$ cat config.mk
export PLATFORM = sky130hd
export DESIGN_NAME = cache_ctrl
export DESIGN_NICKNAME = d
export VERILOG_FILES = /design/src/mem_pkg.sv /design/src/cache_ctrl.sv
export VERILOG_INCLUDE_DIRS = /design/src
export SDC_FILE = /design/constraint.sdc
export NUM_CORES = 1
export LEC_CHECK = 0
export BUFFER_PORTS_ARGS = -buffer_cell sky130_fd_sc_hd__buf_2
export CAP_MARGIN = 20
export CORE_UTILIZATION = 31
export CTS_CLUSTER_SIZE = 30
export DETAILED_ROUTE_END_ITERATION = 7
export PLACE_DENSITY = 0.47
export REMOVE_ABC_BUFFERS = 1
export SLEW_MARGIN = 10
export SYNTH_ARGS = -nofsm -noshare
export SYNTH_HDL_FRONTEND = slang
export SYNTH_SLANG_ARGS = --single-unit
$ cat constraint.sdc
create_clock -name clk -period 4.6 [get_ports clk]
set_input_delay 0.92 -clock clk [delete_from_list [all_inputs] [get_ports clk]]
set_output_delay 0.92 -clock clk [all_outputs]
set_load 0.01 [all_outputs]
$ cat src/mem_config.svh
// Geometry, latency and size macros for the cache and banked memory
`ifndef MEM_CONFIG_SVH
`define MEM_CONFIG_SVH

// Address and data widths
`define MEM_ADDR_W          16
`define MEM_DATA_W          16

// Address split: tag 15..11, index 10..3, word 2..1, byte 0
`define MEM_TAG_W           5
`define MEM_INDEX_W         8
`define MEM_WORDS_PER_LINE  4

// Sets per way
`define MEM_NUM_SETS        (1 << `MEM_INDEX_W)

// Main memory timing
`define MEM_READ_LAT        2
`define MEM_BANK_BUSY       4

// Bank is picked by the word select bits
`define MEM_NUM_BANKS       `MEM_WORDS_PER_LINE
// Word-addressed depth, byte bit dropped
`define MEM_NUM_WORDS       (1 << (`MEM_ADDR_W - 1))

`endif

$ cat src/mem_pkg.sv
// Shared vector types, address fields, way and memory commands, controller states
`include "mem_config.svh"

package mem_pkg;

   typedef logic [`MEM_ADDR_W-1:0]                  addr_t;
   typedef logic [`MEM_DATA_W-1:0]                  word_t;
   typedef logic [`MEM_TAG_W-1:0]                   tag_t;
   typedef logic [`MEM_INDEX_W-1:0]                 index_t;
   typedef logic [$clog2(`MEM_WORDS_PER_LINE)-1:0]  word_sel_t;

   // Address viewed as its cache fields
   typedef struct packed {
      tag_t      tag;
      index_t    index;
      word_sel_t word_sel;
      logic      byte_sel;
   } addr_fields_t;

   // Controller command to one way
   typedef struct packed {
      logic      enable;
      logic      compare;
      logic      write;
      index_t    index;
      word_sel_t word_sel;
      tag_t      tag;
      word_t     data;
   } way_req_t;

   // Way answer for the addressed set and word
   typedef struct packed {
      logic  hit;
      logic  valid;
      logic  dirty;
      tag_t  tag_out;
      word_t data_out;
   } way_rsp_t;

   // Controller command to main memory
   typedef struct packed {
      logic  rd;
      logic  wr;
      addr_t addr;
      word_t data;
   } mem_req_t;

   typedef enum logic [2:0] {
      idle,
      compare,
      write_back,
      fill,
      finish_read,
      finish_write
   } ctrl_state_e;

endpackage

$ cat src/cache_ctrl.sv
// Cache controller: request capture, hit check, LRU bits, write-back and fill sequencer
`timescale 1ns/1ps
`include "mem_config.svh"

module cache_ctrl (
   input  logic              clk,
   input  logic              rst,
   input  logic              rd,
   input  logic              wr,
   input  mem_pkg::addr_t    addr,
   input  mem_pkg::word_t    data_in,
   input  mem_pkg::way_rsp_t way0_rsp,
   input  mem_pkg::way_rsp_t way1_rsp,
   input  mem_pkg::word_t    mem_data,
   input  logic              mem_stall,
   input  logic              mem_err,
   output mem_pkg::way_req_t way0_req,
   output mem_pkg::way_req_t way1_req,
   output mem_pkg::mem_req_t mem_req,
   output mem_pkg::word_t    data_out,
   output logic              done,
   output logic              stall,
   output logic              cache_hit,
   output logic              err
);
   import mem_pkg::*;

   ctrl_state_e state, next_state;
   logic [2:0]  step;

   // Captured request
   addr_t        req_addr;
   word_t        req_data;
   logic         req_wr;
   addr_fields_t req_f;

   logic [`MEM_NUM_SETS-1:0] lru;
   logic                     victim, victim_q, victim_dirty;
   way_rsp_t                 victim_rsp;
   way_req_t                 way_cmd;
   logic                     en0, en1;
   logic                     hit, accept, req_err;
   logic                     lru_upd, lru_val;

   ////////////////////
   // Request capture
   ////////////////////

   // Exactly one strobe and an even address
   assign accept  = (state == idle) & (rd ^ wr) & ~addr[0];
   assign req_err = (state == idle) & (rd | wr) & ((rd & wr) | addr[0]);

   always_ff @(posedge clk) begin
      if (accept) begin
         req_addr <= addr;
         req_data <= data_in;
         req_wr   <= wr;
      end
   end

   assign req_f = addr_fields_t'(req_addr);

   ////////////////////
   // Hit and victim
   ////////////////////

   assign hit = way0_rsp.hit | way1_rsp.hit;

   // Invalid way first, way 0 before way 1, else LRU
   assign victim       = ~way0_rsp.valid ? 1'b0 :
                         ~way1_rsp.valid ? 1'b1 : lru[req_f.index];
   assign victim_dirty = victim ? way1_rsp.dirty : way0_rsp.dirty;
   assign victim_rsp   = victim_q ? way1_rsp : way0_rsp;

   assign stall = (state != idle);
   // Memory stall means the sequencer broke bank order
   assign err   = req_err | mem_stall | mem_err;

   always_comb begin
      next_state       = state;
      way_cmd          = '0;
      way_cmd.index    = req_f.index;
      way_cmd.word_sel = req_f.word_sel;
      way_cmd.tag      = req_f.tag;
      way_cmd.data     = req_data;
      en0              = 1'b0;
      en1              = 1'b0;
      mem_req          = '0;
      data_out         = '0;
      done             = 1'b0;
      cache_hit        = 1'b0;
      lru_upd          = 1'b0;
      lru_val          = 1'b0;
      case (state)
         idle: begin
            if (accept) next_state = compare;
         end
         compare: begin
            // Both ways look, only a hitting way writes
            en0             = 1'b1;
            en1             = 1'b1;
            way_cmd.compare = 1'b1;
            way_cmd.write   = req_wr;
            if (hit) begin
               done      = 1'b1;
               cache_hit = 1'b1;
               if (!req_wr) data_out = way0_rsp.hit ? way0_rsp.data_out : way1_rsp.data_out;
               // Other way becomes LRU
               lru_upd    = 1'b1;
               lru_val    = way0_rsp.hit;
               next_state = idle;
            end else begin
               next_state = victim_dirty ? write_back : fill;
            end
         end
         write_back: begin
            // Old line out, banks 0 to 3
            en0              = ~victim_q;
            en1              = victim_q;
            way_cmd.word_sel = step[1:0];
            mem_req.wr       = 1'b1;
            mem_req.addr     = {victim_rsp.tag_out, req_f.index, step[1:0], 1'b0};
            mem_req.data     = victim_rsp.data_out;
            if (step == 3'd3) next_state = fill;
         end
         fill: begin
            // Reads in steps 0..3, data lands two steps later
            mem_req.rd   = ~step[2];
            mem_req.addr = {req_f.tag, req_f.index, step[1:0], 1'b0};
            if (step >= 3'd2) begin
               en0              = ~victim_q;
               en1              = victim_q;
               way_cmd.write    = 1'b1;
               way_cmd.word_sel = step[1:0] - 2'd2;
               way_cmd.data     = mem_data;
            end
            if (step == 3'd5) next_state = req_wr ? finish_write : finish_read;
         end
         finish_read: begin
            en0        = ~victim_q;
            en1        = victim_q;
            done       = 1'b1;
            data_out   = victim_rsp.data_out;
            lru_upd    = 1'b1;
            lru_val    = ~victim_q;
            next_state = idle;
         end
         finish_write: begin
            // Compare write marks the new line dirty
            en0             = ~victim_q;
            en1             = victim_q;
            way_cmd.compare = 1'b1;
            way_cmd.write   = 1'b1;
            done            = 1'b1;
            lru_upd         = 1'b1;
            lru_val         = ~victim_q;
            next_state      = idle;
         end
         default: next_state = idle;
      endcase
   end

   always_comb begin
      way0_req        = way_cmd;
      way0_req.enable = en0;
      way1_req        = way_cmd;
      way1_req.enable = en1;
   end

   ////////////////////
   // Registers
   ////////////////////

   always_ff @(posedge clk) begin
      if (rst) begin
         state    <= idle;
         step     <= '0;
         victim_q <= 1'b0;
         lru      <= '0;
      end else begin
         state <= next_state;
         // Step runs only inside the two line sequences
         if ((state == write_back || state == fill) && next_state == state) begin
            step <= step + 1'b1;
         end else begin
            step <= '0;
         end
         if (state == compare) victim_q <= victim;
         if (lru_upd) lru[req_f.index] <= lru_val;
      end
   end

endmodule

==> results.ini, run 1 <==
[global_routing]
grt_max_degree = 118
first_global_vias = 13700
grt_pass1_wl_mm = 89.76
antenna_found_initial = 0
grt_usage_pct = 23.90
gr-total-overflow = 0

[placement]
numPortBuffers = 222
place_congestion = 0.9808
post-dp-hpwl_mm = 38.87
pre_cts_ws_ns = 1.230

[timing]
max_freq_ghz = 0.2579
period_needed_ns = 3.878
fin_crit_sh_pct = 84.30
finalHoldViolCount = 0
finClkSkew_ns = 0.01539
slew_viol_final = 0
timing.hold.ws_ns = 0.4648
final-setup-viol-count = 0
worst_pin_slew_ns = 1.072
tns_ns = 0
rsz0062_at_grt = no
slew_headroom_pct = 28.30
fin_ws_ns = 0.7220

[clock_tree]
cts_tree = yes
clk_pin_slew_ns = 0.06
cts_made_buffers = 37
clock-sinks = 295
clkLatencyLatePin_ns = 0.55
ctsHoldBuffers = 0
cts-root-buf = clkbuf_16
htree_num_levels = 2
ctsResizeCount = 0
cts_setup_buffers = 0
clockBufferDepth = 3

[floorplanning]
dieArea_um2 = 49260
die_y_um = 221.9
rows = 80
die_w_um = 221.9
coreArea_um2 = 47750
io_pins = 224
start_util_pct = 31.41

[detailed_routing]
wl_mm = 59.87
vias_per_cell = 5.747
dr_total_vias = 14270
final_antenna_net_count = 0
drtIter0Drc = 1312
dr.pass1.iters = 6
drc_errors = 0
routedWlPerCell_um = 24.11

[hold_path]
hold_end = lru[162]
hold_class = register to register
hold_depth = 2
min_from = lru[162]

[yosys]
synth-seq-cells = 295
yosys.area.top_type_share_pct = 35.11
syn-cell-area_um2 = 15000
yosysWarningCount = 0
syn_inst = 1742
synth_area_leaders = dfxtp_1 (35%), mux4_2 (8.4%), a21oi_1 (8.2%)
syn_avg_cell_area_um2 = 8.608
synth_common_cells = dfxtp_1 (263), a21oi_1 (245), nand3_1 (244), o21ai_0 (236), clkbuf_1 (144)
synth_edf_count = 32
synthFlopType = dfxtp_1
synthArstFlopShare_pct = 0
synth.distinct_cells = 61
synth_area_leader_cell = dfxtp_1
synth.most_common_cell = dfxtp_1
synth-seq-area-share_pct = 41.52

[final_layout]
layout-drive-gt1-share_pct = 24.14
syn_to_final_growth_pct = 18.27
final_util_pct = 37.15
fillCellCount = 4903
antenna_cells = 0
multi_input_area_um2 = 7781
fin_nets = 1947
seq_area_um2 = 6226

[flow_run]
maxCapViolations = 0

[critical_path]
cp_data_required_time_ns = 3.68
r2r_slack_ns = 1.19
r2r-start = req_addr[3]
cp-end-kind = output port
r2r_cells = 9
cp.arrival_ns = 2.96
crit_fanout = 16
start_kind = register
r2r-end = step[1]
path_class = register to output port

[power_and_ir_drop]
peakVddDrop_uv = 206.9
power_density_nw_per_um2 = 342.3
power.leakage_uw = 0.006090

[status]
status = finished, final reports clean

==> worst max-delay path, cell delays in order (launching register included) <==
cell and delay, ns:
dfxtp_1 0.42, nand2b_1 0.30, nor2_1 0.27, o21ai_1 0.15, o32ai_2 0.88, a22o_1 0.25
buf_2 0.13
==> cells by family (layout without fill, tap and decap cells) <==
| logic type | count (synthesis) | in the layout | share of synthesized area (%) |
|---|---|---|---|
| compound gates | 552 | 552 | 19.77 |
| simple gates | 512 | 512 | 16.69 |
| flops | 295 | 295 | 41.52 |
| buf+inv | 242 | 368 | 7.668 |
| mux | 134 | 134 | 13.83 |
| fa+ha+maj | 6 | 6 | 0.5006 |
| other cells | 1 | 1 | 0.02501 |
==> routing by layer <==
| metal | up-vias | routed length [um] | share of wire, % | global-route usage (%) |
|---|---|---|---|---|
| li1 | 6504 | - | - | - |
| met1 | 7002 | 25270 | 42 | 30.93 |
| met2 | 642 | 28030 | 47 | 39.19 |
| met3 | 121 | 4092 | 6.8 | 4.015 |
| met4 | 0 | 2476 | 4.1 | 10.33 |
| met5 | - | 0 | 0 | 0 |
==> per-stage QoR <==
stage          cells  cell area (um^2)  power (uW)
6_report        2483             17740        6072
5_1_grt         2483             17740        6255
4_1_cts         2481             17710        6129
3_5_place_dp    2413             16530        3233
3_3_place_gp    2411             16490        3229
2_1_floorplan   1512             13890        2927
==> state kept, by name, summed over array words and instances (netlist names) <==
signal	count
req_addr	15
step	3
victim_q	1
req_wr	1
state	3
lru	256
req_data	16
==> placed cells by master, fill, tap and decap left out, types with 10 or more instances in the layout <==
cell type  netlist  routed
dfxtp_1        263     263
a21oi_1        245     245
nand3_1        244     244
o21ai_0        236     236
buf_2           12     221
nor2_1         102      98
nand2_1         60      60
mux4_2          56      56
buf_4           52      55
mux2i_1         52      52
clkbuf_16        0      41
edfxtp_1        32      32
mux2_2          26      26
nor3_1          38      24
a22o_1          16      16
clkbuf_1       144      16
nand2b_1        14      14
nor2b_1         14      14
nor3_2           0      11
inv_1           10      10
==> report_power, final <==
group | internal, uW | total, uW | switching (uW)
logic | 169 | 536 | 366
registers | 2620 | 2650 | 23.7
clock network | 1720 | 2890 | 1170
total | 4510 | 6070 | 1560
==> area by class of cell <==
class                      count  area share (%)
clock buffer                  59           6.279
clock inverter                 9          0.4162
inverter                      12          0.2540
multi-input combinational   1205           43.87
sequential                   295           35.10
tap                          615           4.339
timing repair buffer         288           9.735
==> worst max-delay path by stage <==
stage                            start          end  slack, ns
after global routing          state[1]  data_out[9]       0.53
after floorplan           way0_rsp[23]     lru[160]      -4.49
after detailed placement   req_addr[3]      step[1]       1.23
after CTS                     state[1]  data_out[3]       0.74
after global placement     req_addr[3]      step[0]       1.24
final                         state[1]  data_out[3]       0.72
Power figures use the tool's default switching activity.
==> inputs of run 2 (changes only) <==
--- a/config.mk
+++ b/config.mk
@@ -6,12 +6,13 @@
 export SDC_FILE = /design/constraint.sdc
 export NUM_CORES = 1
 export LEC_CHECK = 0
+export ABC_AREA = 1
 export BUFFER_PORTS_ARGS = -buffer_cell sky130_fd_sc_hd__buf_2
 export CAP_MARGIN = 20
 export CORE_UTILIZATION = 31
 export CTS_CLUSTER_SIZE = 30
 export DETAILED_ROUTE_END_ITERATION = 7
-export PLACE_DENSITY = 0.47
+export PLACE_DENSITY = 0.48
 export REMOVE_ABC_BUFFERS = 1
 export SLEW_MARGIN = 10
 export SYNTH_ARGS = -nofsm -noshare
==> constraint.sdc (replaced) <==
create_clock -name clk -period 3.3 [get_ports clk]
set_input_delay 0.66 -clock clk [delete_from_list [all_inputs] [get_ports clk]]
set_output_delay 0.66 -clock clk [all_outputs]
set_load 0.01 [all_outputs]
==> run 2 against run 1 <==
Wire length rose by 1.3%. Combinational power is 33% higher. Critical path depth grew 1. Die area increased by 5.5%. Sequential power up 39%. Setup slack got worse by 0.54 ns. Clock skew is 0.0014 ns lower. Clock power grew 42%. Via count up 15%. Design area rose by 5.8%. Sequential share of layout area is 1.9 points lower. Critical endpoint is now data_out[4].
==> results.ini, run 2 <==
[yosys]
synth-compound-area-share_pct = 16.01  ; was 19.77%
synth_xor_area_share_pct = 0  ; unchanged
syn-cell-area_um2 = 15830  ; was 15000 um^2
synthArstFlopShare_pct = 0  ; unchanged
yosys.area.top_type_share_pct = 33.26  ; was 35.11%
synth_edf_count = 32  ; unchanged
synthSimpleGateAreaFrac_pct = 32.22  ; was 16.69%
syn_avg_cell_area_um2 = 6.432  ; was 8.608 um^2
synthFlopType = dfxtp_1  ; unchanged
synth_area_leaders = dfxtp_1 (33%), nand2_1 (14%), nor2_1 (12%)  ; was dfxtp_1 (35%), mux4_2 (8.4%), a21oi_1 (8.2%)
synth-seq-cells = 295  ; unchanged
synth_fa_ha_area_share_pct = 0.4743  ; was 0.5006%
synth_common_cells = nand2_1 (597), nor2_1 (485), o21ai_0 (311), dfxtp_1 (263), nor3_1 (165)  ; was dfxtp_1 (263), a21oi_1 (245), nand3_1 (244), o21ai_0 (236), clkbuf_1 (144)
synth.distinct_cells = 35  ; was 61
synth.most_common_cell = nand2_1  ; was dfxtp_1
synth-seq-area-share_pct = 39.33  ; was 41.52%
yosysWarningCount = 0  ; unchanged
synth_top_family_by_area = simple AND/OR/NAND/NOR gates  ; was compound AO/OA/AOI/OAI gates
syn_inst = 2461  ; was 1742
synth_area_leader_cell = dfxtp_1  ; unchanged
synth_mux_area_share_pct = 1.012  ; was 13.83%

[clock_tree]
cts_made_buffers = 36  ; was 37
clkLatencyLatePin_ns = 0.55  ; about the same
cts_tree = yes  ; unchanged
clockBufferDepth = 3  ; unchanged
clk_pin_slew_ns = 0.06  ; about the same
cts_setup_buffers = 0  ; unchanged
ctsHoldBuffers = 0  ; unchanged
cts-root-buf = clkbuf_16  ; unchanged
ctsResizeCount = 4  ; was 0
htree_num_levels = 2  ; unchanged
clock-sinks = 295  ; unchanged

[power_and_ir_drop]
power_density_nw_per_um2 = 453.5  ; was 342.3 nW/um^2
peakVddDrop_uv = 281.6  ; was 206.9 uV
power.leakage_uw = 0.007728  ; was 0.006090 uW

[final_layout]
regMostFlops = lru  ; unchanged
largest_reg_flops = 256  ; unchanged
syn_to_final_growth_pct = 18.52  ; was 18.27%
largestRegisters = lru: 256 flops, req_data: 16 flops, req_addr: 15 flops  ; unchanged
multi_input_area_um2 = 7938  ; was 7781 um^2
fillCellCount = 5455  ; was 4903
final_cell_mix = nand2_1 (595), nor2_1 (482), o21ai_0 (311), dfxtp_1 (263), buf_2 (222)  ; was dfxtp_1 (263), a21oi_1 (245), nand3_1 (244), o21ai_0 (236), buf_2 (221)
antenna_cells = 0  ; unchanged
final_util_pct = 37.32  ; was 37.15%
layout-drive-gt1-share_pct = 15.40  ; was 24.14%
seq_area_um2 = 6226  ; unchanged
final_common_cell = nand2_1  ; was dfxtp_1
fin_nets = 2701  ; was 1947

[detailed_routing]
vias_per_cell = 5.000  ; was 5.747
drc_errors = 0  ; unchanged
drtIter0Drc = 1376  ; was 1312
final_antenna_net_count = 0  ; unchanged
wl_mm = 60.62  ; was 59.87 mm
dr_total_vias = 16440  ; was 14.27k
routedWlPerCell_um = 18.43  ; was 24.11 um
dr.pass1.iters = 5  ; was 6

[critical_path]
cp_data_required_time_ns = 2.64  ; was 3.68 ns
start_kind = register  ; unchanged
path_class = register to output port  ; unchanged
cp.arrival_ns = 2.46  ; was 2.96 ns
cp-end-kind = output port  ; unchanged
crit_fanout = 16  ; unchanged

[floorplanning]
rows = 82  ; was 80
coreArea_um2 = 50270  ; was 47750 um^2
die_w_um = 228.0  ; was 221.9 um
start_util_pct = 31.49  ; was 31.41%
die_y_um = 228.0  ; was 221.9 um
dieArea_um2 = 51970  ; was 49260 um^2
io_pins = 224  ; unchanged

[global_routing]
grt_pass1_wl_mm = 93.09  ; was 89.76 mm
grt_usage_pct = 22.85  ; was 23.90%
gr-total-overflow = 0  ; unchanged
antenna_found_initial = 3  ; was 0
first_global_vias = 15450  ; was 13.70k
grt_max_degree = 87  ; was 118

[timing]
finClkSkew_ns = 0.01399  ; was 0.01539 ns
rsz0062_at_grt = no  ; unchanged
timing.hold.ws_ns = 0.2889  ; was 0.4648 ns
period_needed_ns = 3.119
fin_crit_sh_pct = 94.52
slew_headroom_pct = 37.90  ; was 28.30%
finalHoldViolCount = 0  ; unchanged
final-setup-viol-count = 0  ; unchanged
worst_pin_slew_ns = 0.9303  ; was 1.072 ns
slew_viol_final = 0  ; unchanged
max_freq_ghz = 0.3206

[status]
status = finished, final reports clean  ; unchanged

[flow_run]
maxCapViolations = 0  ; unchanged

[placement]
numPortBuffers = 222  ; unchanged
post-dp-hpwl_mm = 39.96  ; was 38.87 mm
place_congestion = 0.9067  ; was 0.9808

[hold_path]
hold_class = input port to register  ; was register to register

==> run 2: cell types whose count changed after synthesis, moves of 35 or more <==
cell	delta
nand2_1	+537
nor2_1	+383
nand3_1	-231
a21oi_1	-146
inv_1	+145
nor3_1	+127
o21ai_0	+75
mux4_2	-56
clkbuf_1	-46
mux2i_1	-36
buf_2	+35
==> run 2: worst max-delay path, cell delays in order, from the launching register on <==
cell,delay [ns]
dfxtp_1,0.38
inv_2,0.10
nor2_4,0.15
nand2_1,0.21
nor2_2,0.25
nand2_4,0.20
o32ai_1,0.41
buf_2,0.21
==> run 2: metrics by stage <==
| step | instance area, um^2 | instances | setup TNS [ns] | power, uW | worst slack, ns |
|---|---|---|---|---|---|
| after floorplan | 14750 | 2248 | -1588.69 | 4070 | -6.500 |
| after global placement | 17520 | 3227 | 0 | 4465 | 0.2487 |
| after detailed placement | 17520 | 3227 | 0 | 4465 | 0.2896 |
| after CTS | 18730 | 3289 | 0 | 8611 | 0.05531 |
| after global routing | 18760 | 3289 | 0 | 8821 | 0.06676 |
| final | 18760 | 3289 | 0 | 8507 | 0.1807 |
==> run 2: kinds of logic (layout without fill, tap and decap cells) <==
logic type / after synthesis / count (layout)
flip-flops: 295 / 295
buffers and inverters: 387 / 543
AND/OR/NAND/NOR: 1281 / 1281
multiplexers: 16 / 16
other: 1 / 1
adder cells (fa/ha/maj): 6 / 6
AO/OA/AOI/OAI: 475 / 475
==> run 2: metal layers <==
layer / global-route usage, % / vias to the layer above / share of wire (%)
met5: 0 / - / 0.068
met4: 6.481 / 6 / 2.6
met3: 3.425 / 88 / 5.7
met2: 37.24 / 555 / 45
met1: 31.18 / 7663 / 46
li1: - / 8132 / -
==> run 2: where the power goes <==
group	leakage [uW]	total (uW)	internal [uW]	switching, uW
Sequential	0.00242	3690	3660	28.0
Clock	0.000589	4110	2490	1620
Combinational	0.00472	712	205	507
==> run 2: final cells by class <==
type,count,area share [%]
clock buffer,48,5.482
clock inverter,14,0.9004
inverter,174,3.515
multi-input combinational,1779,42.31
sequential,295,33.19
tap,672,4.482
timing repair buffer,307,10.12
==> run 2: final timing paths <==
check	end	slack [ns]	start	cells past startpoint
setup / recovery	data_out[4]	0.18	state[0]	7
hold / removal	req_data[15]	0.29	data_in[15]	1
setup reg to reg	step[0]	0.40	req_addr[4]	21
hold reg to reg	lru[177]	0.44	lru[177]	2
